$ cat src/source/cu_pkg.sv
package cu_pkg;

    localparam int ir_width_default = 12;
    localparam int reg_count = 16;

    // one-hot select on the register bus, all zero selects nothing
    typedef logic [reg_count-1:0] reg_sel_t;

    // bit position of each register on the select bus
    typedef enum logic [3:0] {
        reg_ac, reg_pc, reg_ar, reg_ir,
        reg_r, reg_row, reg_cat, reg_cb,
        reg_rnow, reg_catnow, reg_cbnow,
        reg_alphap, reg_betap, reg_gammap,
        reg_total, reg_dr
    } reg_id_e;

    localparam reg_sel_t sel_none   = '0;
    localparam reg_sel_t sel_ac     = reg_sel_t'(1) << reg_ac;
    localparam reg_sel_t sel_pc     = reg_sel_t'(1) << reg_pc;
    localparam reg_sel_t sel_ar     = reg_sel_t'(1) << reg_ar;
    localparam reg_sel_t sel_ir     = reg_sel_t'(1) << reg_ir;
    localparam reg_sel_t sel_r      = reg_sel_t'(1) << reg_r;
    localparam reg_sel_t sel_gammap = reg_sel_t'(1) << reg_gammap;
    localparam reg_sel_t sel_dr     = reg_sel_t'(1) << reg_dr;

    typedef enum logic [5:0] {
        op_clr, op_load, op_mul, op_add, op_sub, op_inc, op_jump, op_jumpz,
        // accumulator to register, opcodes 8 to 18
        op_mvac_total, op_mvac_alphap, op_mvac_betap, op_mvac_gammap,
        op_mvac_r, op_mvac_row, op_mvac_cat, op_mvac_cb,
        op_mvac_rnow, op_mvac_catnow, op_mvac_cbnow,
        // register to accumulator, opcodes 19 to 29
        op_mov_total, op_mov_alphap, op_mov_betap, op_mov_gammap,
        op_mov_r, op_mov_row, op_mov_cat, op_mov_cb,
        op_mov_rnow, op_mov_catnow, op_mov_cbnow,
        op_store, op_load_reg, op_endop
    } opcode_e;

    typedef enum logic [3:0] {
        kind_clr, kind_load, kind_mul, kind_add, kind_sub, kind_inc,
        kind_jump, kind_jumpz, kind_mvac, kind_mov, kind_store,
        kind_load_reg, kind_endop, kind_invalid
    } instr_kind_e;

    typedef struct packed {
        instr_kind_e kind;
        reg_id_e     target;   // only meaningful for mvac and mov
    } decoded_instr_t;

    typedef enum logic [2:0] {
        alu_idle  = 3'd0,
        alu_pass  = 3'd1,
        alu_add   = 3'd2,
        alu_sub   = 3'd3,
        alu_mul   = 3'd4,
        alu_plus1 = 3'd5,
        alu_zero  = 3'd6
    } alu_op_e;

    typedef enum logic [1:0] {
        mem_none = 2'd0,
        mem_data = 2'd1,
        mem_ins  = 2'd2
    } mem_sel_e;

    typedef enum logic [5:0] {
        st_idle, st_fetch1, st_fetch2, st_fetch3, st_fetch4,
        st_clr1, st_load1, st_load2, st_load3, st_load4, st_load5,
        st_mul1, st_add1, st_sub1, st_inc1,
        st_jump1, st_jump2, st_jump3,
        st_jumpzy1, st_jumpzy2, st_jumpzy3, st_jumpzn1, st_jumpzn2,
        st_mvac1, st_mov1, st_store1, st_store2, st_store3,
        st_load_reg1, st_load_reg2, st_load_reg3, st_load_reg4,
        st_endop1
    } cu_state_e;

    typedef struct packed {
        reg_sel_t write_en;
        reg_sel_t read_en;
        mem_sel_e mem_read;
        logic     mem_write;
        alu_op_e  alu_op;
        logic     pc_inc;
    } ctrl_word_t;

endpackage
$ cat src/source/control_unit.sv
`timescale 1ns/1ps

module control_unit #(
    parameter int ir_width = cu_pkg::ir_width_default
) (
    input  logic                clk,
    input  logic                reset,
    input  logic                start,
    input  logic                zflag,
    input  logic [ir_width-1:0] opcode,
    output cu_pkg::ctrl_word_t  ctrl,
    output logic                endop_signal
);
    import cu_pkg::*;

    decoded_instr_t instr;
    cu_state_e      state;

    instr_decoder #(
        .ir_width (ir_width)
    ) instr_decoder_inst (
        .opcode (opcode),
        .instr  (instr)
    );

    cu_sequencer cu_sequencer_inst (
        .clk   (clk),
        .reset (reset),
        .start (start),
        .zflag (zflag),
        .instr (instr),
        .state (state)
    );

    // control outputs follow the state in the same cycle
    ctrl_word_gen ctrl_word_gen_inst (
        .state        (state),
        .instr        (instr),
        .ctrl         (ctrl),
        .endop_signal (endop_signal)
    );

endmodule

$ cat src/source/ctrl_word_gen.sv
`timescale 1ns/1ps

module ctrl_word_gen (
    input  cu_pkg::cu_state_e      state,
    input  cu_pkg::decoded_instr_t instr,
    output cu_pkg::ctrl_word_t     ctrl,
    output logic                   endop_signal
);
    import cu_pkg::*;

    localparam ctrl_word_t ctrl_idle = '{sel_none, sel_none, mem_none, 1'b0, alu_idle, 1'b0};

    reg_sel_t target_sel;

    assign target_sel = reg_sel_t'(1) << instr.target;   // one-hot of the move target

    assign endop_signal = (state == st_endop1);

    // words are written as write, read, mem_read, mem_write, alu, pc_inc
    always_comb
    begin
        ctrl = ctrl_idle;
        case (state)
            st_idle,
            st_fetch4,
            st_endop1:
                ctrl = ctrl_idle;

            // copy pc into ar so the next fetch sees the right address
            st_fetch1,
            st_jump3,
            st_jumpzy3,
            st_jumpzn2,
            st_load_reg2:
                ctrl = '{sel_ar, sel_pc, mem_none, 1'b0, alu_idle, 1'b0};

            // instruction word into dr, pc steps past it
            st_fetch2,
            st_jump1,
            st_jumpzy1:
                ctrl = '{sel_dr, sel_none, mem_ins, 1'b0, alu_idle, 1'b1};

            st_fetch3:
                ctrl = '{sel_ir | sel_ar, sel_dr | sel_pc, mem_none, 1'b0, alu_idle, 1'b0};

            st_clr1: ctrl = '{sel_ac, sel_none, mem_none, 1'b0, alu_zero, 1'b0};
            st_inc1: ctrl = '{sel_ac, sel_none, mem_none, 1'b0, alu_plus1, 1'b0};
            st_mul1: ctrl = '{sel_ac, sel_r, mem_none, 1'b0, alu_mul, 1'b0};
            st_add1: ctrl = '{sel_ac, sel_r, mem_none, 1'b0, alu_add, 1'b0};
            st_sub1: ctrl = '{sel_ac, sel_r, mem_none, 1'b0, alu_sub, 1'b0};

            st_load1: ctrl = '{sel_dr, sel_none, mem_ins, 1'b0, alu_idle, 1'b0};
            st_load2: ctrl = '{sel_ar, sel_dr, mem_none, 1'b0, alu_idle, 1'b0};

            st_load3,
            st_jumpzn1:
                ctrl = '{sel_none, sel_none, mem_none, 1'b0, alu_idle, 1'b1};

            // dr takes its value from data memory here
            st_load4,
            st_load_reg3:
                ctrl = '{sel_dr, sel_none, mem_data, 1'b0, alu_idle, 1'b0};

            st_load5,
            st_load_reg4:
                ctrl = '{sel_ac, sel_dr, mem_none, 1'b0, alu_pass, 1'b0};

            st_jump2,
            st_jumpzy2:
                ctrl = '{sel_pc, sel_dr, mem_none, 1'b0, alu_idle, 1'b0};

            st_mvac1: ctrl = '{target_sel, sel_ac, mem_none, 1'b0, alu_idle, 1'b0};
            st_mov1:  ctrl = '{sel_ac, target_sel, mem_none, 1'b0, alu_pass, 1'b0};

            st_store1: ctrl = '{sel_ar, sel_gammap, mem_none, 1'b0, alu_idle, 1'b0};
            st_store2: ctrl = '{sel_dr, sel_ac, mem_none, 1'b1, alu_idle, 1'b0};
            st_store3: ctrl = '{sel_ar, sel_pc, mem_none, 1'b1, alu_idle, 1'b0};

            st_load_reg1: ctrl = '{sel_ar, sel_ac, mem_none, 1'b0, alu_idle, 1'b0};

            default: ctrl = ctrl_idle;
        endcase
    end

endmodule

$ cat src/source/cu_sequencer.sv
`timescale 1ns/1ps

module cu_sequencer (
    input  logic                   clk,
    input  logic                   reset,
    input  logic                   start,
    input  logic                   zflag,
    input  cu_pkg::decoded_instr_t instr,
    output cu_pkg::cu_state_e      state
);
    import cu_pkg::*;

    cu_state_e next_state;

    always_ff @(posedge clk)
    begin
        if (reset)
            state <= st_idle;
        else
            state <= next_state;
    end

    always_comb
    begin
        next_state = st_idle;
        case (state)
            st_idle:   next_state = start ? st_fetch1 : st_idle;
            st_fetch1: next_state = st_fetch2;
            st_fetch2: next_state = st_fetch3;
            st_fetch3: next_state = st_fetch4;

            // ir is stable by now, dispatch on the decoded instruction
            st_fetch4:
            begin
                case (instr.kind)
                    kind_clr:      next_state = st_clr1;
                    kind_load:     next_state = st_load1;
                    kind_mul:      next_state = st_mul1;
                    kind_add:      next_state = st_add1;
                    kind_sub:      next_state = st_sub1;
                    kind_inc:      next_state = st_inc1;
                    kind_jump:     next_state = st_jump1;
                    kind_jumpz:    next_state = zflag ? st_jumpzy1 : st_jumpzn1;
                    kind_mvac:     next_state = st_mvac1;
                    kind_mov:      next_state = st_mov1;
                    kind_store:    next_state = st_store1;
                    kind_load_reg: next_state = st_load_reg1;
                    kind_endop:    next_state = st_endop1;
                    default:       next_state = st_idle;
                endcase
            end

            st_load1: next_state = st_load2;
            st_load2: next_state = st_load3;
            st_load3: next_state = st_load4;   // address settles in data memory
            st_load4: next_state = st_load5;

            st_jump1:   next_state = st_jump2;
            st_jump2:   next_state = st_jump3;
            st_jumpzy1: next_state = st_jumpzy2;
            st_jumpzy2: next_state = st_jumpzy3;
            st_jumpzn1: next_state = st_jumpzn2;  // skip over the branch address

            st_store1: next_state = st_store2;
            st_store2: next_state = st_store3;

            st_load_reg1: next_state = st_load_reg2;
            st_load_reg2: next_state = st_load_reg3;
            st_load_reg3: next_state = st_load_reg4;

            // last step of every execute chain goes back for the next word
            st_clr1,
            st_mul1,
            st_add1,
            st_sub1,
            st_inc1,
            st_mvac1,
            st_mov1,
            st_load5,
            st_jump3,
            st_jumpzy3,
            st_jumpzn2,
            st_store3,
            st_load_reg4:
                next_state = st_fetch1;

            st_endop1: next_state = st_idle;
            default:   next_state = st_idle;
        endcase
    end

endmodule

$ cat src/source/instr_decoder.sv
`timescale 1ns/1ps

module instr_decoder #(
    parameter int ir_width = cu_pkg::ir_width_default
) (
    input  logic [ir_width-1:0]    opcode,
    output cu_pkg::decoded_instr_t instr
);
    import cu_pkg::*;

    opcode_e op;

    // both move ranges list their registers in the same order
    function automatic reg_id_e move_target(input logic [5:0] offset);
        reg_id_e id;
        case (offset)
            6'd0:    id = reg_total;
            6'd1:    id = reg_alphap;
            6'd2:    id = reg_betap;
            6'd3:    id = reg_gammap;
            6'd4:    id = reg_r;
            6'd5:    id = reg_row;
            6'd6:    id = reg_cat;
            6'd7:    id = reg_cb;
            6'd8:    id = reg_rnow;
            6'd9:    id = reg_catnow;
            default: id = reg_cbnow;
        endcase
        return id;
    endfunction

    assign op = opcode_e'(opcode[5:0]);

    always_comb
    begin
        instr.kind   = kind_invalid;   // anything above endop stays invalid
        instr.target = reg_ac;
        if (opcode <= ir_width'(op_endop))
        begin
            case (op)
                op_clr:      instr.kind = kind_clr;
                op_load:     instr.kind = kind_load;
                op_mul:      instr.kind = kind_mul;
                op_add:      instr.kind = kind_add;
                op_sub:      instr.kind = kind_sub;
                op_inc:      instr.kind = kind_inc;
                op_jump:     instr.kind = kind_jump;
                op_jumpz:    instr.kind = kind_jumpz;
                op_store:    instr.kind = kind_store;
                op_load_reg: instr.kind = kind_load_reg;
                op_endop:    instr.kind = kind_endop;
                default:
                begin
                    // only the two move ranges are left here
                    if (op <= op_mvac_cbnow)
                    begin
                        instr.kind   = kind_mvac;
                        instr.target = move_target(6'(op - op_mvac_total));
                    end
                    else
                    begin
                        instr.kind   = kind_mov;
                        instr.target = move_target(6'(op - op_mov_total));
                    end
                end
            endcase
        end
    end

endmodule

$ cat config.mk
export PLATFORM = sky130hd
export DESIGN_NAME = control_unit
export DESIGN_NICKNAME = d
export VERILOG_FILES = /design/src/source/cu_pkg.sv /design/src/source/control_unit.sv /design/src/source/ctrl_word_gen.sv /design/src/source/cu_sequencer.sv /design/src/source/instr_decoder.sv
export SDC_FILE = /design/constraint.sdc
export NUM_CORES = 1
export LEC_CHECK = 0
export ABC_AREA = 1
export BUFFER_PORTS_ARGS = -buffer_cell sky130_fd_sc_hd__buf_2
export CELL_PAD_IN_SITES_DETAIL_PLACEMENT = 1
export CELL_PAD_IN_SITES_GLOBAL_PLACEMENT = 1
export CORE_MARGIN = 4
export CORE_UTILIZATION = 25
export CTS_CLUSTER_SIZE = 28
export DETAILED_ROUTE_END_ITERATION = 12
export PLACE_DENSITY = 0.71
export SLEW_MARGIN = 25
export SYNTH_ARGS = -nofsm -noshare
export SYNTH_HDL_FRONTEND = slang
export SYNTH_HIERARCHICAL = 1
export SYNTH_SLANG_ARGS = --single-unit
$ cat constraint.sdc
create_clock -name clk -period 1.7 [get_ports clk]
set_input_delay 0 -clock clk [delete_from_list [all_inputs] [get_ports clk]]
set_output_delay 0 -clock clk [all_outputs]
set_load 0.02 [all_outputs]
==> results_dict.tcl, run 1 <==
set metrics [dict create \
    final_routed_drc_violation_total 0 \
    route.detailed.vias_per_inst 4.93 \
    fin_hold_ws_ns 0.290 \
    failed_checks "negative setup slack" \
    vias_in_the_first_global_route 3333 \
    fin_nets 568 \
    fraction_of_layout_cells_with_a_size_suffix_above_1_pct 53.8 \
    grt_setup_unrepaired "true" \
    numPlacedInstances 623 \
    worst_ep_arrival_time_ns 1.95 \
    yosys_register_bits 6 \
    groute.usage.overall_pct 17.8 \
    met3_demand_to_capacity_share_in_global_routing_pct 0.478 \
    post_drt_wl_per_cell_um 14.9 \
    path_clk_slew_ns 0.04 \
    critical_path.n_buffers_inverters 5 \
    die_area_mm2 0.0105 \
    registers.top_by_ff_count "cu_sequencer_inst/state" \
    yosysWarningCount 6 \
    layout.cells.most_common "buf_4" \
    syn-mean-instance-area_um2 5.54 \
    synth_area_leader_cell "nand3_1" \
    ys_types 39 \
    clock_tree_from_tritoncts "yes" \
    numPortBuffers 55 \
    synth_nets 428 \
    finalCritPeriodShare_pct 114 \
    timing.hold.worst.class "in2reg" \
    grt_antenna_before_repair 0 \
    antenna_left 0 \
    design_area_mm2 0.00401 \
    data_required_critical_path_ns 1.70 \
    clock_root_cell "clkbuf_8" \
    layout_common_cells "buf_4 (81), nand2_1 (68), nand3_1 (53)" \
    clock_tree_skew_after_final_layout_ns 0.00121 \
    postPlaceCellArea_mm2 0.00321 \
    path_class "in2out" \
    final_critical_path_setup_slack_ns -0.246 \
    maxSlewHeadroom_pct 71.9 \
    cts_made_buffers 3 \
    finalHoldViolCount 0 \
    global_route_wire_length_before_repair_um 15400 \
    worst-path-max-fanout 7 \
    max_freq_mhz 514 \
    worstMarginPinSlew_ns 0.420 \
    groute.layer.met1.usage_pct 22.4 \
    cp-start-kind "primary input" \
    share_of_synthesized_area_occupied_by_flip_flops_and_latches_pct 5.41 \
    synthToLayoutAreaGrowth_pct 80.6 \
    place_hpwl_um 7050 \
    detail_route.iter0.violations 132 \
    globalRouteOverflowTotal 0 \
    final.fill_count 1125 \
    period_needed_ns 1.95 \
    total_leakage_power_nw 1.86 \
    power.total_mw 1.02 \
    run_status "finished with violations" \
    cp_cell_sequence "buf_8, inv_2, ha_2, nor2_2, nand2_1, nand2_2, nand3_2, nor2_4, nand4_1, nor2_1, buf_6, nand3_2, buf_4, o31ai_4, buf_6" \
    count_of_placed_standard_cells_in_the_final_layout_fillers_left_out 647 \
    core_region_area_mm2 0.00868 \
    largest_register_ff_count 6 \
    grt.busiest_layer "met2" \
    drt_pass1_iterations 4 \
    synthesis.area_mm2 0.00222 \
    biggest_registers_after_layout "cu_sequencer_inst/state x6" \
    power.ir.vdd_worst_v 0.000160 \
    use_met2_pct 33.9 \
    critical-path-slowest-cell "ha_2" \
    clkSinkCount 6 \
    report.final.slew_viol_count 0 \
    cp-end-kind "output port" \
    synthDominantCellAreaShare_pct 16.2 \
    report.final.setup_viol 37 \
    initial_core_util_pct 25.6 \
    die_height_um 102 \
    synthTopCellsByArea "nand3_1 (16%), nand2_1 (13%), nor2_1 (11%)" \
    floorplan.rows 34 \
    grt_max_degree 12 \
    power_per_cell_area_mw_per_mm2 254 \
    die_width_um 102 \
    drv_cap 0 \
    routabilityCongestion 0.845 \
    synth_cells 401 \
    routed_wirelength_um 9630 \
    clock_latency_ns 0.22 \
    clock_path_buffers 2 \
    route.vias.total 3191 \
    ctsHtreeMaxLevel 1 \
    cpPeakStageDelay_ns 0.21 \
    critPathTopFamily "simple AND/OR/NAND/NOR gates" \
    io_pins 56 \
    antennaDiodeCount 0 \
]
## final timing paths
check,slack [ns],endpoint,start,cells past startpoint
worst max-delay path,-0.25,ctrl[24],opcode[1],15
worst min-delay path,0.29,cu_sequencer_inst/state[2],zflag,6
worst max register to register,0.21,cu_sequencer_inst/state[2],cu_sequencer_inst/state[2],7
worst min register to register,0.71,cu_sequencer_inst/state[4],cu_sequencer_inst/state[5],3
## worst min-delay path, cell delays in order
cell     delay (ns)
buf_2          0.08
inv_1          0.05
nand2_2        0.07
nand2_1        0.05
o21ai_1        0.12
a21oi_1        0.09
## synthesized netlist by cell type (all sizes together)
library cell,n
buf,8
nand3,80
and2,1
o22ai,1
clkinv,4
nand4,12
ha,11
nand3b,1
nor3b,2
dfxtp,6
and3,1
or2,1
inv,49
nor2,94
nor4,1
o211ai,6
o31ai,1
xor2,1
nand2,89
o21bai,2
o21ai,15
clkbuf,2
a21oi,11
nor3,2
## layout make-up
type	count	area (um^2)	share of cell area, %
clock buffers	3	41.3	1.03
inverters	53	219	5.46
multi-input cells	332	2260	56.3
flip-flops and latches	6	121	3.02
well taps	108	135	3.37
repair buffers	145	1230	30.8
## routing by layer
layer	share of wire (%)	vias to the layer above	routed length (um)
li1	-	1591	-
met1	42	1517	4050
met2	54	75	5230
met3	2.8	8	274
met4	0.79	0	76
met5	0	-	0
## cell families (layout without fill, tap and decap cells)
kind of cell    count (synthesis)  in the layout  share of synthesized area, %
simple gates                  284            284                          65.2
buf+inv                        63            201                          12.8
compound gates                 36             36                          10.0
fa+ha+maj                      11             11                          6.19
flops                           6              6                          5.41
xor+xnor                        1              1                         0.394
## stage by stage
step           utilization, %  setup WS, ns  setup TNS [ns]
2_1_floorplan               -       -0.0169         -0.0761
3_3_place_gp             37.0        -0.379           -9.62
4_1_cts                  44.2        -0.190           -3.32
6_report                 46.2        -0.246           -6.27
5_1_grt                  46.2        -0.400          -11.64
3_5_place_dp             37.0        -0.520          -13.34
## where the power goes
group          switching, mW  leakage (nW)  internal [mW]  total [mW]
clock                 0.0595        0.0216          0.152       0.211
sequential            0.0173        0.0491          0.151       0.168
combinational          0.369          1.79          0.273       0.642
## what timing repair did
item,CTS,global route
gates cloned,0,0
hold buffers,1,0
resized for setup,132,36
endpoints found under the setup margin,41,40
pin swaps,48,11
buffers inserted,15,5
endpoints found under the hold margin,1,0
Power figures use the tool's default switching activity.
==> run 2: changes to the inputs <==
- CORE_MARGIN: 4 -> 2
==> run 2 against run 1 <==
Effect of this change: clock-buffer cell count did not move; register-to-register slack better by 0.07 ns; power is 3.0% higher; maximum frequency is 1.5% lower; design area increased by 0.56%; final cell count is 1.1% lower; the run still ends with negative setup slack left; largest cell class unchanged; core utilization rose by 0.26 points; worst hold slack improved by 0.0031 ns; sequential power increased by 2%.
==> results_dict.tcl, run 2 (synthesis results as in run 1) <==
set metrics [dict create \
    run_status "finished with violations" \
    failed_checks "negative setup slack" \
    final_routed_drc_violation_total 0 \
    power.combinational.fraction_pct 63.2 \
    drv_cap 0 \
    power_per_cell_area_mw_per_mm2 261 \
    switchingPower_mw 0.467 \
    power.share.clock_pct 20.4 \
    power.ir.vdd_worst_v 0.000160 \
    max_freq_mhz 506 \
    timing.hold.worst_path_depth 7 \
    routed_wirelength_um 9780 \
    die_area_mm2 0.00966 \
    global_route_wire_length_before_repair_um 15700 \
    place_hpwl_um 6820 \
    numPlacedInstances 613 \
    floorplan.rows 34 \
    hold_end "cu_sequencer_inst/state[0]" \
    globalRouteOverflowTotal 0 \
    finish.utilization_pct 46.5 \
    antenna_left 0 \
    clock_tree_skew_after_final_layout_ns 0.00505 \
    maxSlewHeadroom_pct 73.3 \
    r2r_slack_ns 0.28 \
    timing.hold.worst.class "in2reg" \
    total_leakage_power_nw 1.88 \
    finalCritPeriodShare_pct 116 \
    grt_antenna_before_repair 0 \
    io_pins 56 \
    layout_common_cells "buf_4 (71), nand2_1 (69), nand3_1 (51)" \
    route.detailed.vias_per_inst 4.91 \
    initial_core_util_pct 25.6 \
    place_ws_ns -0.474 \
    ctsHtreeMaxLevel 1 \
    grt_max_degree 13 \
    fin_nets 561 \
    post_drt_wl_per_cell_um 15.3 \
    path_class "in2out" \
    fraction_of_layout_cells_with_a_size_suffix_above_1_pct 53.9 \
    core_region_area_mm2 0.00868 \
    layout.cells.most_common "buf_4" \
    worstMarginPinSlew_ns 0.399 \
    clock_tree_from_tritoncts "yes" \
    registers.top_by_ff_count "cu_sequencer_inst/state" \
    drt_pass1_iterations 5 \
    biggest_registers_after_layout "cu_sequencer_inst/state x6" \
    clock_path_buffers 2 \
    report.final.slew_viol_count 0 \
    cts_made_buffers 3 \
    count_of_placed_standard_cells_in_the_final_layout_fillers_left_out 640 \
    holdCritStartpoint "start" \
    die_width_um 98.3 \
    period_needed_ns 1.98 \
    power.share.switching_pct 44.4 \
    detail_route.iter0.violations 121 \
    final_critical_path_setup_slack_ns -0.276 \
    worst-path-max-fanout 5 \
    report.final.setup_viol 37 \
    synthToLayoutAreaGrowth_pct 81.6 \
    clock_latency_ns 0.22 \
    finalHoldViolCount 0 \
    clock_root_cell "clkbuf_8" \
    regToRegStartpoint "cu_sequencer_inst/state[3]" \
    numPortBuffers 55 \
    ff2ff_path_depth 10 \
    die_height_um 98.3 \
    groute.usage.overall_pct 19.0 \
    pwr-share-seq_pct 16.4 \
    antennaDiodeCount 0 \
    worst_ep_arrival_time_ns 1.98 \
    grt_setup_unrepaired "true" \
    cp-start-kind "primary input" \
    cp-end-kind "output port" \
    crit-reg2reg-capture "cu_sequencer_inst/state[0]" \
    power.total_mw 1.05 \
    clkSinkCount 6 \
    data_required_critical_path_ns 1.70 \
    internal_power_component_mw 0.585 \
    route.vias.total 3141 \
    vias_in_the_first_global_route 3295 \
    routabilityCongestion 0.860 \
    path_clk_slew_ns 0.04 \
    largest_register_ff_count 6 \
]
run 2: critical path, stage by stage:
cell	delay, ns
buf_12	0.11
ha_4	0.19
buf_4	0.15
buf_4	0.13
nand3_2	0.10
nand3_2	0.10
nor2_4	0.14
nand4_1	0.16
nor2_2	0.20
inv_2	0.08
nor2_4	0.16
nand3_2	0.11
nor2_2	0.09
nor2_1	0.06
nand3_2	0.08
buf_6	0.11
run 2: layout make-up:
| type | instances | area [um^2] |
|---|---|---|
| clock buffer | 3 | 41.3 |
| fill | 1108 | 4640 |
| inverter | 53 | 216 |
| multi-input combinational | 332 | 2320 |
| sequential | 6 | 126 |
| tap | 108 | 135 |
| timing repair buffer | 138 | 1200 |
run 2: timing repair:
action | CTS | global route
hold buffers | 1 | 0
setup buffers | 14 | 10
setup endpoints to repair | 41 | 44
cloned | 1 | 0
hold endpoints to repair | 1 | 0
gates resized for setup | 128 | 56
pin swaps | 53 | 48
run 2: metrics by stage:
stage                     area (um^2)  hold WS [ns]  TNS (ns)
after CTS                        3740         0.276     -3.37
after floorplan                  2360        0.0669   -0.0761
after global routing             4040         0.387    -11.92
final                            4040         0.293     -7.12
after detailed placement         3140         0.226    -11.78
after global placement           3140         0.228     -8.78
run 2: per-layer routing:
metal | vias to the layer above | GRT usage (%) | part of all wire (%)
met1 | 1482 | 24.8 | 44
met5 | - | 0 | 0
met3 | 12 | 0.716 | 2.3
met4 | 0 | 2.74 | 1.1
met2 | 67 | 35.3 | 53
li1 | 1580 | - | -
run 2: worst max path at each step:
| stage | from | endpoint | cells after the start |
|---|---|---|---|
| 2_1_floorplan | opcode[3] | ctrl[7] | 15 |
| 3_3_place_gp | opcode[1] | cu_sequencer_inst/state[1] | 19 |
| 3_5_place_dp | opcode[1] | cu_sequencer_inst/state[0] | 18 |
| 4_1_cts | opcode[2] | ctrl[38] | 15 |
| 5_1_grt | opcode[3] | ctrl[38] | 16 |
| 6_report | opcode[0] | ctrl[25] | 16 |
run 2: power groups by stage:
stage / registers [mW] / logic (mW) / clock network [mW]
floorplan: 0.171 / 0.307 / 0
global placement: 0.172 / 0.504 / 0
detailed placement: 0.172 / 0.521 / 0
CTS: 0.170 / 0.600 / 0.210
global route: 0.175 / 0.720 / 0.225
finish: 0.172 / 0.664 / 0.215
==> run 3: changes to the inputs <==
- CTS_BUF_LIST: not set -> sky130_fd_sc_hd__clkbuf_4 sky130_fd_sc_hd__clkbuf_8
- SKIP_CTS_REPAIR_TIMING: not set -> 1
==> run 3 against run 2 <==
Effect of this change: clock-buffer cell count stayed put; sequential cell count did not move; clock power about the same; the run still ends with negative setup slack left; critical path type unchanged; largest power group unchanged; core utilization shrank 3.6 points; critical endpoint is now ctrl[22]; largest cell class unchanged.
==> results_dict.tcl, run 3 (synthesis results as in run 1) <==
set metrics [dict create \
    final_routed_drc_violation_total 0 \
    die_area_mm2 0.00966 \
    path_clk_slew_ns 0.03 \
    period_needed_ns 2.04 \
    fin_nets 549 \
    global_route_wire_length_before_repair_um 13600 \
    cpPeakStageDelay_ns 0.24 \
    routed_wirelength_um 9040 \
    final_critical_path_setup_slack_ns -0.344 \
    grt_setup_unrepaired "true" \
    power.ir.vdd_worst_v 0.000148 \
    routabilityCongestion 0.860 \
    finalCritPeriodShare_pct 120 \
    finalHoldViolCount 0 \
    floorplan.rows 34 \
    holdCritStartpoint "zflag" \
    io_pins 56 \
    clkSinkCount 6 \
    die_height_um 98.3 \
    count_of_placed_standard_cells_in_the_final_layout_fillers_left_out 628 \
    drv_cap 0 \
    antennaDiodeCount 0 \
    clock_root_cell "clkbuf_8" \
    total_leakage_power_nw 1.77 \
    place_hpwl_um 6820 \
    ff2ff_path_depth 7 \
    synthToLayoutAreaGrowth_pct 67.7 \
    critPathTopFamily "simple AND/OR/NAND/NOR gates" \
    cp-end-kind "output port" \
    max_freq_mhz 489 \
    post_drt_wl_per_cell_um 14.4 \
    crit-reg2reg-capture "cu_sequencer_inst/state[3]" \
    run_status "finished with violations" \
    clock_tree_skew_after_final_layout_ns 0.00240 \
    antenna_left 0 \
    route.vias.total 3086 \
    layout_common_cells "buf_4 (80), nand2_1 (67), nand3_1 (52)" \
    regToRegStartpoint "cu_sequencer_inst/state[2]" \
    r2r_slack_ns 0.25 \
    timing.critical_path.depth 14 \
    final.fill_count 1137 \
    cp-start-kind "primary input" \
    core_region_area_mm2 0.00868 \
    critical_path.n_buffers_inverters 4 \
    timing.hold.worst_path_depth 6 \
    route.detailed.vias_per_inst 4.91 \
    hold_end "cu_sequencer_inst/state[2]" \
    biggest_registers_after_layout "cu_sequencer_inst/state x6" \
    cts_made_buffers 3 \
    ctsHtreeMaxLevel 1 \
    timing.hold.worst.class "in2reg" \
    fin_hold_ws_ns 0.295 \
    drt_pass1_iterations 4 \
    clock_path_buffers 2 \
    path_class "in2out" \
    groute.usage.overall_pct 16.2 \
    critical-path-slowest-cell "nor2_2" \
    clock_tree_from_tritoncts "yes" \
    worstMarginPinSlew_ns 0.340 \
    failed_checks "negative setup slack" \
    data_required_critical_path_ns 1.70 \
    vias_in_the_first_global_route 3038 \
    report.final.slew_viol_count 0 \
    report.final.setup_viol 38 \
    numPlacedInstances 613 \
    detail_route.iter0.violations 89 \
    worst_ep_arrival_time_ns 2.04 \
    cp_cell_sequence "buf_8, buf_4, ha_4, o211ai_1, nand2_1, nor2_4, nand4_1, nor2_2, buf_6, nand4_1, nor2_1, nor2_1, nand3_1, buf_6" \
    power_per_cell_area_mw_per_mm2 270 \
    largest_register_ff_count 6 \
    worst-path-max-fanout 5 \
    globalRouteOverflowTotal 0 \
    maxSlewHeadroom_pct 77.2 \
    clock_latency_ns 0.22 \
    registers.top_by_ff_count "cu_sequencer_inst/state" \
    grt_max_degree 13 \
    fraction_of_layout_cells_with_a_size_suffix_above_1_pct 53.3 \
    layout.cells.most_common "buf_4" \
    numPortBuffers 55 \
    place_ws_ns -0.474 \
    grt_antenna_before_repair 0 \
    die_width_um 98.3 \
    initial_core_util_pct 25.6 \
]
run 3: layout make-up:
type                       count  area [um^2]  share of cell area, %
clock buffer                   3         41.3                   1.11
tap                          108          135                   3.63
timing repair buffer         126          955                   25.6
sequential                     6          125                   3.36
inverter                      53          213                   5.71
multi-input combinational    332         2260                   60.6
run 3: worst max path at each step:
stage | endpoint | from | slack (ns)
2_1_floorplan | ctrl[7] | opcode[3] | -0.02
3_3_place_gp | cu_sequencer_inst/state[1] | opcode[1] | -0.31
3_5_place_dp | cu_sequencer_inst/state[0] | opcode[1] | -0.47
4_1_cts | ctrl[38] | opcode[0] | -0.38
5_1_grt | ctrl[22] | opcode[1] | -0.51
6_report | ctrl[22] | opcode[1] | -0.34
run 3: through the flow:
stage	utilization (%)	cell area (um^2)	power, mW	setup TNS (ns)
CTS	36.6	3180	0.902	-10.74
detailed placement	36.2	3140	0.693	-11.78
finish	42.9	3730	1.01	-8.15
global route	42.9	3730	1.09	-13.80
global placement	36.2	3140	0.676	-8.78
floorplan	-	2360	0.478	-0.0761
run 3: worst min-delay path: cells and delay by family:
kind / cells / cell delay (ns)
AOI/OAI and AO/OA: 2 / 0.19
buffers and inverters: 2 / 0.14
and+or+nand+nor: 2 / 0.13
run 3: layer usage:
layer / vias up / wire length (um) / global-route usage [%]
met5: - / 0 / 0
met4: 0 / 38 / 2.32
met3: 4 / 288 / 0.644
met2: 73 / 4690 / 28.7
met1: 1458 / 4020 / 22.4
li1: 1551 / - / -
run 3: report_power, final:
| part | internal (mW) | switching, mW | total [mW] |
|---|---|---|---|
| Sequential | 0.152 | 0.0204 | 0.172 |
| Clock | 0.152 | 0.0608 | 0.213 |
| Combinational | 0.258 | 0.364 | 0.621 |
| Total | 0.562 | 0.445 | 1.01 |
